<file path="src/common/periph_pkg.sv">
`default_nettype none

package periph_pkg;

  // ====================
  // Bus widths
  // ====================

  localparam int unsigned DATA_W = 32;
  localparam int unsigned ADDR_W = 32;

  localparam int unsigned LED_W = 16;
  localparam int unsigned SW_W  = 16;

  // ====================
  // Address map
  // ====================

  localparam logic [ADDR_W-1:0] LED_BASE    = 32'h0000_1000;
  localparam logic [ADDR_W-1:0] SW_BASE     = 32'h0000_2000;
  localparam int unsigned       PERIPH_SPAN = 32'h100;

  // Offset bits inside one window
  localparam int unsigned OFFS_W = $clog2(PERIPH_SPAN);

  // Register offsets, shared by both peripherals
  localparam logic [ADDR_W-1:0] REG_VALUE   = 32'h00;
  localparam logic [ADDR_W-1:0] REG_MODE    = 32'h04;
  localparam logic [ADDR_W-1:0] REG_IRQ_EN  = 32'h08;
  localparam logic [ADDR_W-1:0] REG_CHANGED = 32'h0C;
  localparam logic [ADDR_W-1:0] REG_RESET   = 32'h24;

  // Cycles lit and then dark in blink mode
  localparam int unsigned BLINK_HALF_DEFAULT = 10_000_000;

  // Which device answers the current access
  typedef enum logic [1:0] {
    SEL_NONE,
    SEL_LED,
    SEL_SW
  } sel_e;

endpackage

`default_nettype wire

</file>
<file path="src/common/periph_bus_if.sv">
`timescale 1ns/1ps
`default_nettype none

interface periph_bus_if;
  import periph_pkg::*;

  // One-cycle request, read data follows on the next edge
  logic              req;
  logic              we;
  logic [ADDR_W-1:0] addr;
  logic [DATA_W-1:0] wdata;
  logic [DATA_W-1:0] rdata;

  modport host (
    output req, we, addr, wdata,
    input  rdata
  );

  modport device (
    input  req, we, addr, wdata,
    output rdata
  );

endinterface

`default_nettype wire

</file>
<file path="src/led_ctrl/led_ctrl.sv">
`timescale 1ns/1ps
`default_nettype none

module led_ctrl #(
  parameter int unsigned BLINK_HALF = periph_pkg::BLINK_HALF_DEFAULT
) (
  input  logic                         clk_i,
  input  logic                         rst_i,

  periph_bus_if.device                 bus,

  output logic [periph_pkg::LED_W-1:0] led_o
);
  import periph_pkg::*;

  logic [LED_W-1:0] led_val;
  logic             led_mode;
  logic [31:0]      cntr;

  logic             wr;
  logic             rd;
  logic             soft_reset;
  logic             val_wr;
  logic             mode_wr;
  logic             cntr_wrap;

  // ====================
  // Write decode
  // ====================

  assign wr = bus.req & bus.we;
  assign rd = bus.req & ~bus.we;

  assign soft_reset = wr & (bus.addr == REG_RESET) & (bus.wdata == DATA_W'(1));

  // Value only accepted when it fits in the LED width
  assign val_wr = wr & (bus.addr == REG_VALUE) & (bus.wdata[DATA_W-1:LED_W] == '0);

  // Modes other than 0 and 1 are ignored
  assign mode_wr = wr & (bus.addr == REG_MODE) & (bus.wdata <= DATA_W'(1));

  // ====================
  // Registers
  // ====================

  always_ff @(posedge clk_i) begin
    if (rst_i | soft_reset) begin
      led_val <= '0;
    end else if (val_wr) begin
      led_val <= bus.wdata[LED_W-1:0];
    end
  end

  always_ff @(posedge clk_i) begin
    if (rst_i | soft_reset) begin
      led_mode <= 1'b0;
    end else if (mode_wr) begin
      led_mode <= bus.wdata[0];
    end
  end

  // ====================
  // Blink counter
  // ====================

  // One full period is lit half plus dark half
  assign cntr_wrap = cntr == 32'(2 * BLINK_HALF - 1);

  always_ff @(posedge clk_i) begin
    if (rst_i | soft_reset) begin
      cntr <= '0;
    end else if (!led_mode || cntr_wrap) begin
      cntr <= '0;
    end else begin
      cntr <= cntr + 32'd1;
    end
  end

  // Held at zero in steady mode, so the value shows constantly
  assign led_o = (cntr < BLINK_HALF) ? led_val : '0;

  // ====================
  // Read data
  // ====================

  always_ff @(posedge clk_i) begin
    if (rst_i | soft_reset) begin
      bus.rdata <= '0;
    end else if (rd) begin
      case (bus.addr)
        REG_VALUE: bus.rdata <= {{(DATA_W-LED_W){1'b0}}, led_val};
        REG_MODE:  bus.rdata <= {{(DATA_W-1){1'b0}}, led_mode};
        // Unknown offsets keep the last read value
        default: ;
      endcase
    end
  end

endmodule

`default_nettype wire

</file>
<file path="src/sw_ctrl/sw_ctrl.sv">
`timescale 1ns/1ps
`default_nettype none

module sw_ctrl (
  input  logic                        clk_i,
  input  logic                        rst_i,

  periph_bus_if.device                bus,

  input  logic [periph_pkg::SW_W-1:0] sw_i,
  output logic                        irq_o
);
  import periph_pkg::*;

  logic [SW_W-1:0] sw_meta;
  logic [SW_W-1:0] sw_sync;
  logic [SW_W-1:0] sw_prev;
  logic            changed;
  logic            irq_en;

  logic            wr;
  logic            rd;
  logic            soft_reset;
  logic            sw_diff;

  assign wr = bus.req & bus.we;
  assign rd = bus.req & ~bus.we;

  assign soft_reset = wr & (bus.addr == REG_RESET) & (bus.wdata == DATA_W'(1));

  // ====================
  // Synchronizer
  // ====================

  always_ff @(posedge clk_i) begin
    if (rst_i) begin
      sw_meta <= '0;
      sw_sync <= '0;
      sw_prev <= '0;
    end else begin
      sw_meta <= sw_i;
      sw_sync <= sw_meta;
      sw_prev <= sw_sync;
    end
  end

  assign sw_diff = sw_sync != sw_prev;

  // ====================
  // Flag and interrupt
  // ====================

  // A new change wins over a clear in the same cycle
  always_ff @(posedge clk_i) begin
    if (rst_i | soft_reset) begin
      changed <= 1'b0;
    end else if (sw_diff) begin
      changed <= 1'b1;
    end else if (wr && bus.addr == REG_CHANGED && bus.wdata == DATA_W'(1)) begin
      changed <= 1'b0;
    end
  end

  always_ff @(posedge clk_i) begin
    if (rst_i | soft_reset) begin
      irq_en <= 1'b0;
    end else if (wr && bus.addr == REG_IRQ_EN) begin
      irq_en <= bus.wdata[0];
    end
  end

  always_ff @(posedge clk_i) begin
    if (rst_i | soft_reset) begin
      irq_o <= 1'b0;
    end else begin
      irq_o <= changed & irq_en;
    end
  end

  // ====================
  // Read data
  // ====================

  always_ff @(posedge clk_i) begin
    if (rst_i | soft_reset) begin
      bus.rdata <= '0;
    end else if (rd) begin
      case (bus.addr)
        REG_VALUE:   bus.rdata <= {{(DATA_W-SW_W){1'b0}}, sw_sync};
        REG_IRQ_EN:  bus.rdata <= {{(DATA_W-1){1'b0}}, irq_en};
        REG_CHANGED: bus.rdata <= {{(DATA_W-1){1'b0}}, changed};
        default: ;
      endcase
    end
  end

endmodule

`default_nettype wire

</file>
<file path="src/rtl/wb_periph_bridge.sv">
`timescale 1ns/1ps
`default_nettype none

module wb_periph_bridge (
  input  logic                          clk_i,
  input  logic                          rst_i,

  input  logic                          wb_cyc_i,
  input  logic                          wb_stb_i,
  input  logic                          wb_we_i,
  input  logic [periph_pkg::ADDR_W-1:0] wb_adr_i,
  input  logic [periph_pkg::DATA_W-1:0] wb_dat_i,
  output logic [periph_pkg::DATA_W-1:0] wb_dat_o,
  output logic                          wb_ack_o,

  periph_bus_if.host                    led_bus,
  periph_bus_if.host                    sw_bus
);
  import periph_pkg::*;

  logic              ack_pending;
  logic              start;
  logic              hit_led;
  logic              hit_sw;
  logic [ADDR_W-1:0] offset;
  sel_e              sel_d;
  sel_e              sel_q;

  // ====================
  // Decode
  // ====================

  // Master keeps stb up through the ack cycle, so mask it there
  assign start = wb_cyc_i & wb_stb_i & ~ack_pending;

  assign hit_led = wb_adr_i[ADDR_W-1:OFFS_W] == LED_BASE[ADDR_W-1:OFFS_W];
  assign hit_sw  = wb_adr_i[ADDR_W-1:OFFS_W] == SW_BASE[ADDR_W-1:OFFS_W];

  assign offset = {{(ADDR_W-OFFS_W){1'b0}}, wb_adr_i[OFFS_W-1:0]};

  always_comb begin
    if (hit_led) begin
      sel_d = SEL_LED;
    end else if (hit_sw) begin
      sel_d = SEL_SW;
    end else begin
      sel_d = SEL_NONE;
    end
  end

  // ====================
  // Device requests
  // ====================

  assign led_bus.req   = start & hit_led;
  assign led_bus.we    = wb_we_i;
  assign led_bus.addr  = offset;
  assign led_bus.wdata = wb_dat_i;

  assign sw_bus.req    = start & hit_sw;
  assign sw_bus.we     = wb_we_i;
  assign sw_bus.addr   = offset;
  assign sw_bus.wdata  = wb_dat_i;

  // ====================
  // Acknowledge
  // ====================

  always_ff @(posedge clk_i) begin
    if (rst_i) begin
      ack_pending <= 1'b0;
      sel_q       <= SEL_NONE;
    end else begin
      ack_pending <= start;
      if (start) begin
        sel_q <= sel_d;
      end
    end
  end

  assign wb_ack_o = ack_pending;

  // Device rdata is registered on the same edge as ack
  always_comb begin
    case (sel_q)
      SEL_LED: wb_dat_o = led_bus.rdata;
      SEL_SW:  wb_dat_o = sw_bus.rdata;
      default: wb_dat_o = '0;
    endcase
  end

endmodule

`default_nettype wire

</file>
<file path="src/rtl/periph_top.sv">
`timescale 1ns/1ps
`default_nettype none

module periph_top #(
  parameter int unsigned BLINK_HALF = periph_pkg::BLINK_HALF_DEFAULT
) (
  input  logic                          clk_i,
  input  logic                          rst_i,

  // Wishbone classic slave
  input  logic                          wb_cyc_i,
  input  logic                          wb_stb_i,
  input  logic                          wb_we_i,
  input  logic [periph_pkg::ADDR_W-1:0] wb_adr_i,
  input  logic [periph_pkg::DATA_W-1:0] wb_dat_i,
  output logic [periph_pkg::DATA_W-1:0] wb_dat_o,
  output logic                          wb_ack_o,

  // Board side
  input  logic [periph_pkg::SW_W-1:0]   sw_i,
  output logic [periph_pkg::LED_W-1:0]  led_o,
  output logic                          irq_o
);

  periph_bus_if led_bus ();
  periph_bus_if sw_bus ();

  // ====================
  // Bus bridge
  // ====================

  wb_periph_bridge i_bridge (
    .clk_i    (clk_i),
    .rst_i    (rst_i),
    .wb_cyc_i (wb_cyc_i),
    .wb_stb_i (wb_stb_i),
    .wb_we_i  (wb_we_i),
    .wb_adr_i (wb_adr_i),
    .wb_dat_i (wb_dat_i),
    .wb_dat_o (wb_dat_o),
    .wb_ack_o (wb_ack_o),
    .led_bus  (led_bus.host),
    .sw_bus   (sw_bus.host)
  );

  // ====================
  // Peripherals
  // ====================

  led_ctrl #(
    .BLINK_HALF (BLINK_HALF)
  ) i_led_ctrl (
    .clk_i (clk_i),
    .rst_i (rst_i),
    .bus   (led_bus.device),
    .led_o (led_o)
  );

  sw_ctrl i_sw_ctrl (
    .clk_i (clk_i),
    .rst_i (rst_i),
    .bus   (sw_bus.device),
    .sw_i  (sw_i),
    .irq_o (irq_o)
  );

endmodule

`default_nettype wire

</file>
<file path="config.mk">
export PLATFORM = sky130hd
export DESIGN_NAME = periph_top
export DESIGN_NICKNAME = d
export VERILOG_FILES = /design/src/common/periph_pkg.sv /design/src/common/periph_bus_if.sv /design/src/led_ctrl/led_ctrl.sv /design/src/sw_ctrl/sw_ctrl.sv /design/src/rtl/wb_periph_bridge.sv /design/src/rtl/periph_top.sv
export SDC_FILE = /design/constraint.sdc
export NUM_CORES = 1
export LEC_CHECK = 0
export BUFFER_PORTS_ARGS = -buffer_cell sky130_fd_sc_hd__buf_2
export CAP_MARGIN = 40
export CORE_MARGIN = 2
export CORE_UTILIZATION = 35
export DETAILED_ROUTE_END_ITERATION = 16
export PLACE_DENSITY = 0.61
export SYNTH_ARGS = -nofsm -noshare
export SYNTH_HDL_FRONTEND = slang
export SYNTH_HIERARCHICAL = 1
export SYNTH_SLANG_ARGS = --single-unit
</file>
<file path="constraint.sdc">
create_clock -name clk_i -period 2.4 [get_ports clk_i]
set_input_delay 0.24 -clock clk_i [delete_from_list [all_inputs] [get_ports clk_i]]
set_output_delay 0.24 -clock clk_i [all_outputs]
set_load 0.005 [all_outputs]
</file>
### Word level (Yosys, flattened, before mapping)

Index checks and enable logic that the tools add are counted.

* add/sub/neg operators: 1
* magnitude comparators: 2
* eq/ne operators: 11
* mux-type cells: 8
* bitwise operators: 21
* reductions and logical operators: 13

Operator list (count)
* $pmux W32 S2: 2
* $pmux W32 S3: 1
* $add A32 B1 Y32 const B: 1
* $eq A32 B1 Y1 const B: 1
* $eq A32 B25 Y1 const B: 1
* $le A32 B1 Y1 const B: 1
* $logic_not A32 Y1: 1
* $lt A32 B24 Y1 const B: 1
* $eq A24 B5 Y1 const B: 1
* $eq A24 B6 Y1 const B: 1
* $and A1 B1 Y1: 17
* $eq A8 B4 Y1 const B: 2
* $logic_not A16 Y1: 1
* $mux W16: 1
* $ne A16 B16 Y1: 1
* $eq A8 B3 Y1 const B: 1
* $eq A8 B6 Y1 const B: 1
* $mux W2: 2
* $reduce_and A2 Y1: 2
* $reduce_bool A2 Y1: 2
* $logic_and A1 B1 Y1: 3
* $reduce_bool A3 Y1: 1
* $eq A2 B1 Y1 const B: 1
* $eq A2 B2 Y1 const B: 1
* other kinds (6): 9

* flip-flop bits (word level): 167
* logic and storage cells: 69

### Depth between registers and ports, before layout

* depth after elaboration: 8
* gate-level depth with buffers: 9
* gate-level depth less buffers: 8

### By module

The synthesis kept the hierarchy.

By module, submodules not included
* led_ctrl: times used 1, cells an instance 370, area each 3181.8 µm², sequential area each 1301.2 µm²
* sw_ctrl: times used 1, cells an instance 254, area each 2567.5 µm², sequential area each 1341.3 µm²
* wb_periph_bridge: times used 1, cells an instance 239, area each 1654.1 µm², sequential area each 60.1 µm²

### Least setup slack after synthesis

OpenSTA, ideal clock, no wires.

* path type: input to register
* start point: input port wb_adr_i[9] in the netlist's numbering
* end point: register i_led_ctrl.led_val[0]
* data arrival time: 2126 ps
* data required time: 2283 ps
* slack: 157 ps
* stages on the path: 9
* path buffers: 1
* cells stage by stage: nor4_1 nand4_1 nor4_1 nor4bb_1 nand4_1 nor4_1 a21o_1 buf_2 nor2_1

* word-level cells in the longest chain between the ends: 6

Ends and longest elaborated chain
* start, declared: line periph_top.sv:14 `input logic [periph_pkg::ADDR_W-1:0] wb_adr_i,`
* $eq A24 B5 Y1 (*): line wb_periph_bridge.sv:36 `assign hit_led = wb_adr_i[ADDR_W-1:OFFS_W] == LED_BASE[ADDR_W-1:OFFS_W];`
* $and A1 B1 Y1 (*): line wb_periph_bridge.sv:55 `assign led_bus.req = start & hit_led;`
* via led_bus.req: line periph_bus_if.sv:8 `logic req;`
* $and A1 B1 Y1 (*): line led_ctrl.sv:31 `assign wr = bus.req & bus.we;`
* $and A1 B1 Y1 (2 in series): line led_ctrl.sv:34 `assign soft_reset = wr & (bus.addr == REG_RESET) & (bus.wdata == DATA_W'(1));`
* $or A1 B1 Y1: line led_ctrl.sv:47 `if (rst_i | soft_reset) begin`
* end signal, assigned: line led_ctrl.sv:50 `led_val <= bus.wdata[LED_W-1:0];`
* end, declared: line led_ctrl.sv:16 `logic [LED_W-1:0] led_val;`

Mark *: on every way through the listed nets, which the timed path passes. The rest lies on a longest branch.
A chain may end at the register's enable or synchronous reset.

### Final worst setup path

* start point: register i_led_ctrl.cntr[26]
* end point: output port led_o[0] in the netlist's numbering

* word-level cells in the longest chain between the ends: 2

Ends and longest elaborated chain
* start, declared: line led_ctrl.sv:18 `logic [31:0] cntr;`
* start signal, assigned: line led_ctrl.sv:75 `cntr <= cntr + 32'd1;`
* $lt A32 B24 Y1: line led_ctrl.sv:80 `assign led_o = (cntr < BLINK_HALF) ? led_val : '0;`
* $mux W16: line led_ctrl.sv:80
* end, declared: line periph_top.sv:21 `output logic [periph_pkg::LED_W-1:0] led_o,`

Every way passes these cells.

==> key figures <==
Route
  – Uppermost layer routed: met4
  – Detail Route Antenna Nets: 0
  – Drt total wl: 16,850 um
  – Wire length on met3: 866 um
  – Residual DRC: 0
  – Wirelength per Cell: 14.03 um
  – Met2 WL: 7777 um
  – Drt initial violations: 269
  – Via count: 5,539
  – Met1 wire length: 8013 um
  – Via/cell ratio: 4.612
  – TritonRoute pass-1 iters: 4

Timing
  – Slew HR: 0.5380
  – Final slew viol count: 0
  – Tmin final: 2.299 ns
  – Clk_skew: 0.007295 ns
  – Fmax: 0.4349 GHz
  – Setup ws final: 0.1007 ns
  – Fin. Hold Viols: 0
  – RSZ-0062 raised after global routing: no
  – Final setup viols: 0
  – Post-route clock period utilization: 0.9581
  – Least-Margin Pin Slew: 0.6930 ns
  – Setup_tns: 0 ns

Clocking
  – Worst skew pair latency: 0.42 ns
  – CTS tree: yes
  – Clock-pin slew on the worst setup and hold paths: 0.06 ns
  – CTS buffer count: 17
  – Maximum root-to-sink buffer count: 2
  – Max H-tree Level: 4
  – Cts-stage hold buffer count: 0
  – Clock root cell: clkbuf_16
  – Clk sinks: 135

Worst setup path
  – Critical path capture point type: primary output
  – Crit-path max FO: 16
  – Crit path DAT: 2.06 ns
  – R2R depth: 10
  – Slowest CP cell: and4b_2
  – CP required: 2.16 ns
  – RR Endpoint: i_led_ctrl/cntr[23]
  – CP cell instances: nor4_1 > and4b_2 > and3_1 > buf_2
  – Critical path class: flop to primary output
  – Critical path's largest stage delay: 0.50 ns
  – Crit Reg-Reg Startpoint: i_bridge/wb_ack_o
  – Worst reg2reg setup slack: 0.20 ns
  – Setup crit start kind: flop

Yosys
  – Distinct cells, synth: 51
  – Post-synthesis cell count: 863
  – Top post-synthesis cells by area: dfxtp_1 37%, buf_4 17%, nor2_1 5.1%
  – Area leader, netlist: dfxtp_1
  – FF+latch count, synth: 135
  – Synth Flop Type: dfxtp_1
  – Mapped Area: 7403 um2
  – Asr flop ratio synth: 0
  – EDFF count, synth: 0
  – Synth top area share: 0.3650
  – Post-synthesis sequential area ratio: 0.3650
  – Synth Warn #: 6
  – Syn Area/Cell: 8.579 um2

Min path
  – Hold path depth: 2
  – Worst hold start: sw_i[14]
  – Hold Path Class: primary input to flop
  – Hold worst-path end: i_sw_ctrl/sw_meta[14]

Die
  – Core area: 20,890 um2
  – Initial Util: 0.3544
  – Die area: 22,330 um2
  – I/O pins: 135
  – DIE HEIGHT: 149.4 um
  – Row count: 53
  – Die Wd: 149.4 um

Finish
  – Nets: 1,001
  – Layout cells sized above 1: 0.2311
  – Diodes inserted: 0
  – Util after Layout: 0.3943
  – Area Overhead vs Synth: 11.26%
  – Non-filler cells, final: 1,201
  – Most frequent cells in the layout: 134 x dfxtp_1, 118 x buf_2, 101 x nor2_1
  – Number of fill cells: 2,179
  – Most common cell after layout, fill and taps aside: dfxtp_1

Global routing
  – Gr ovfl total: 0
  – Vias in the first global route: 5,073
  – Largest net degree at the start of global routing: 49
  – Initial antenna violation count: 0
  – GRT Total Usage: 0.1515
  – First-pass GRT wire length: 26,360 um

Place
  – DP Wirelength: 12,350 um
  – Placed cell count: 1,165
  – PortBufs: 118
  – Dpl ws: -0.6268 ns
  – Routability cong.: 0.7988

Status
  – Run status: complete, no violations

Power and ir drop
  – Leak Pwr: 3.294 nW
  – Max VDD drop: 495.2 uV
  – Power Density: 607.4 nW/um2

Run
  – Max cap viols: 0
-- state kept, by name (all words and copies together), names as in the netlist --
name                  cells
i_led_ctrl/cntr          32
i_bridge/sel_q            2
i_sw_ctrl/irq_en          1
i_sw_ctrl/sw_prev        16
i_led_ctrl/led_val       16
i_sw_ctrl/changed         1
i_sw_ctrl/bus.rdata      16
i_led_ctrl/bus.rdata     16
i_sw_ctrl/sw_meta        16
i_sw_ctrl/irq_o           1
i_sw_ctrl/sw_sync        16
i_led_ctrl/led_mode       1
i_bridge/wb_ack_o         1
-- critical path: cells and delay by family, from the launching register on --
kind	cells	cell delay (ns)
and+or+nand+nor	3	1.17
DFF	1	0.34
buffers and inverters	1	0.12
-- stage by stage --
stage,hold WS [ns],total power [mW],cell area (um2)
global route,0.02034,5.180,8237
floorplan,0.3091,2.647,7692
detailed placement,0.4254,2.593,7510
CTS,0.01217,5.044,8119
finish,0.02866,5.003,8237
global placement,0.4206,2.591,7510
-- area by class of cell --
class	count	area, um2	share of cell area
clock buffer	17	425.4	0.05165
clock inverter	15	135.1	0.01641
inverter	8	30.03	0.003646
multi-input combinational	600	3637	0.4416
sequential	135	2704	0.3283
tap	275	344.1	0.04177
timing repair buffer	151	960.9	0.1167
-- logic make-up after synthesis --
group                    count (synthesis)  share of synthesized area
adder cells (fa/ha/maj)                  3                   0.005071
AND/OR/NAND/NOR                        371                     0.2763
flip-flops                             135                     0.3650
AO/OA/AOI/OAI                           80                    0.07605
other                                    3                   0.001521
buffers and inverters                  205                     0.1945
multiplexers                            20                    0.02704
XOR/XNOR                                46                    0.05442
-- synthesized netlist by cell type (2+ instances only) --
cell type and instances:
a21oi_1 24, buf_4 168, conb_1 3, a21o_1 2
nor3_1 8, nand3_1 47, ha_1 3, or3_1 3
buf_2 7, nand2_1 28, xor2_1 20, a22oi_1 32
nand2b_1 17, a21oi_2 10, and3_1 21, xnor2_1 26
nor2b_1 50, nand3b_1 4, nor4_1 46, buf_6 4
o31ai_1 2, dfxtp_1 135, clkbuf_1 17, nand4_1 25
nor2_1 101, inv_1 8, o21ai_0 2, a31o_2 2
nor4_4 2, or4_1 2, mux2i_1 20, and4_1 5
-- worst max-delay path by stage --
stage / cells past startpoint / startpoint / endpoint / slack (ns)
floorplan: 9 / wb_adr_i[9] / i_led_ctrl/led_val[0] / 0.16
global placement: 13 / wb_adr_i[28] / i_led_ctrl/led_val[14] / -0.51
detailed placement: 13 / wb_adr_i[28] / i_led_ctrl/cntr[17] / -0.63
CTS: 13 / wb_adr_i[28] / i_led_ctrl/cntr[10] / 0.02
global route: 13 / wb_adr_i[24] / i_led_ctrl/cntr[15] / 0.004
finish: 4 / i_led_ctrl/cntr[26] / led_o[0] / 0.10
-- where the power goes --
group | internal [mW] | switching, mW
Combinational | 0.122 | 0.141
Clock | 1.36 | 1.08
Sequential | 2.27 | 0.0192
Total | 3.76 | 1.25
-- metal layers --
metal / track usage / vias to the layer above
met2: 0.2440 / 137
met4: 0.04095 / 0
met3: 0.03567 / 14
met5: 0 / -
met1: 0.2035 / 2544
li1: - / 2844
-- repair_timing --
item                                    CTS  global route
endpoints found under the setup margin   66            79
pin swaps                                 1             6
hold endpoints to repair                  0             0
resized for setup                         5             9
buffers inserted                          1             1
gates cloned                              0             2
Note: power is estimated with default switching activity, not from simulation.
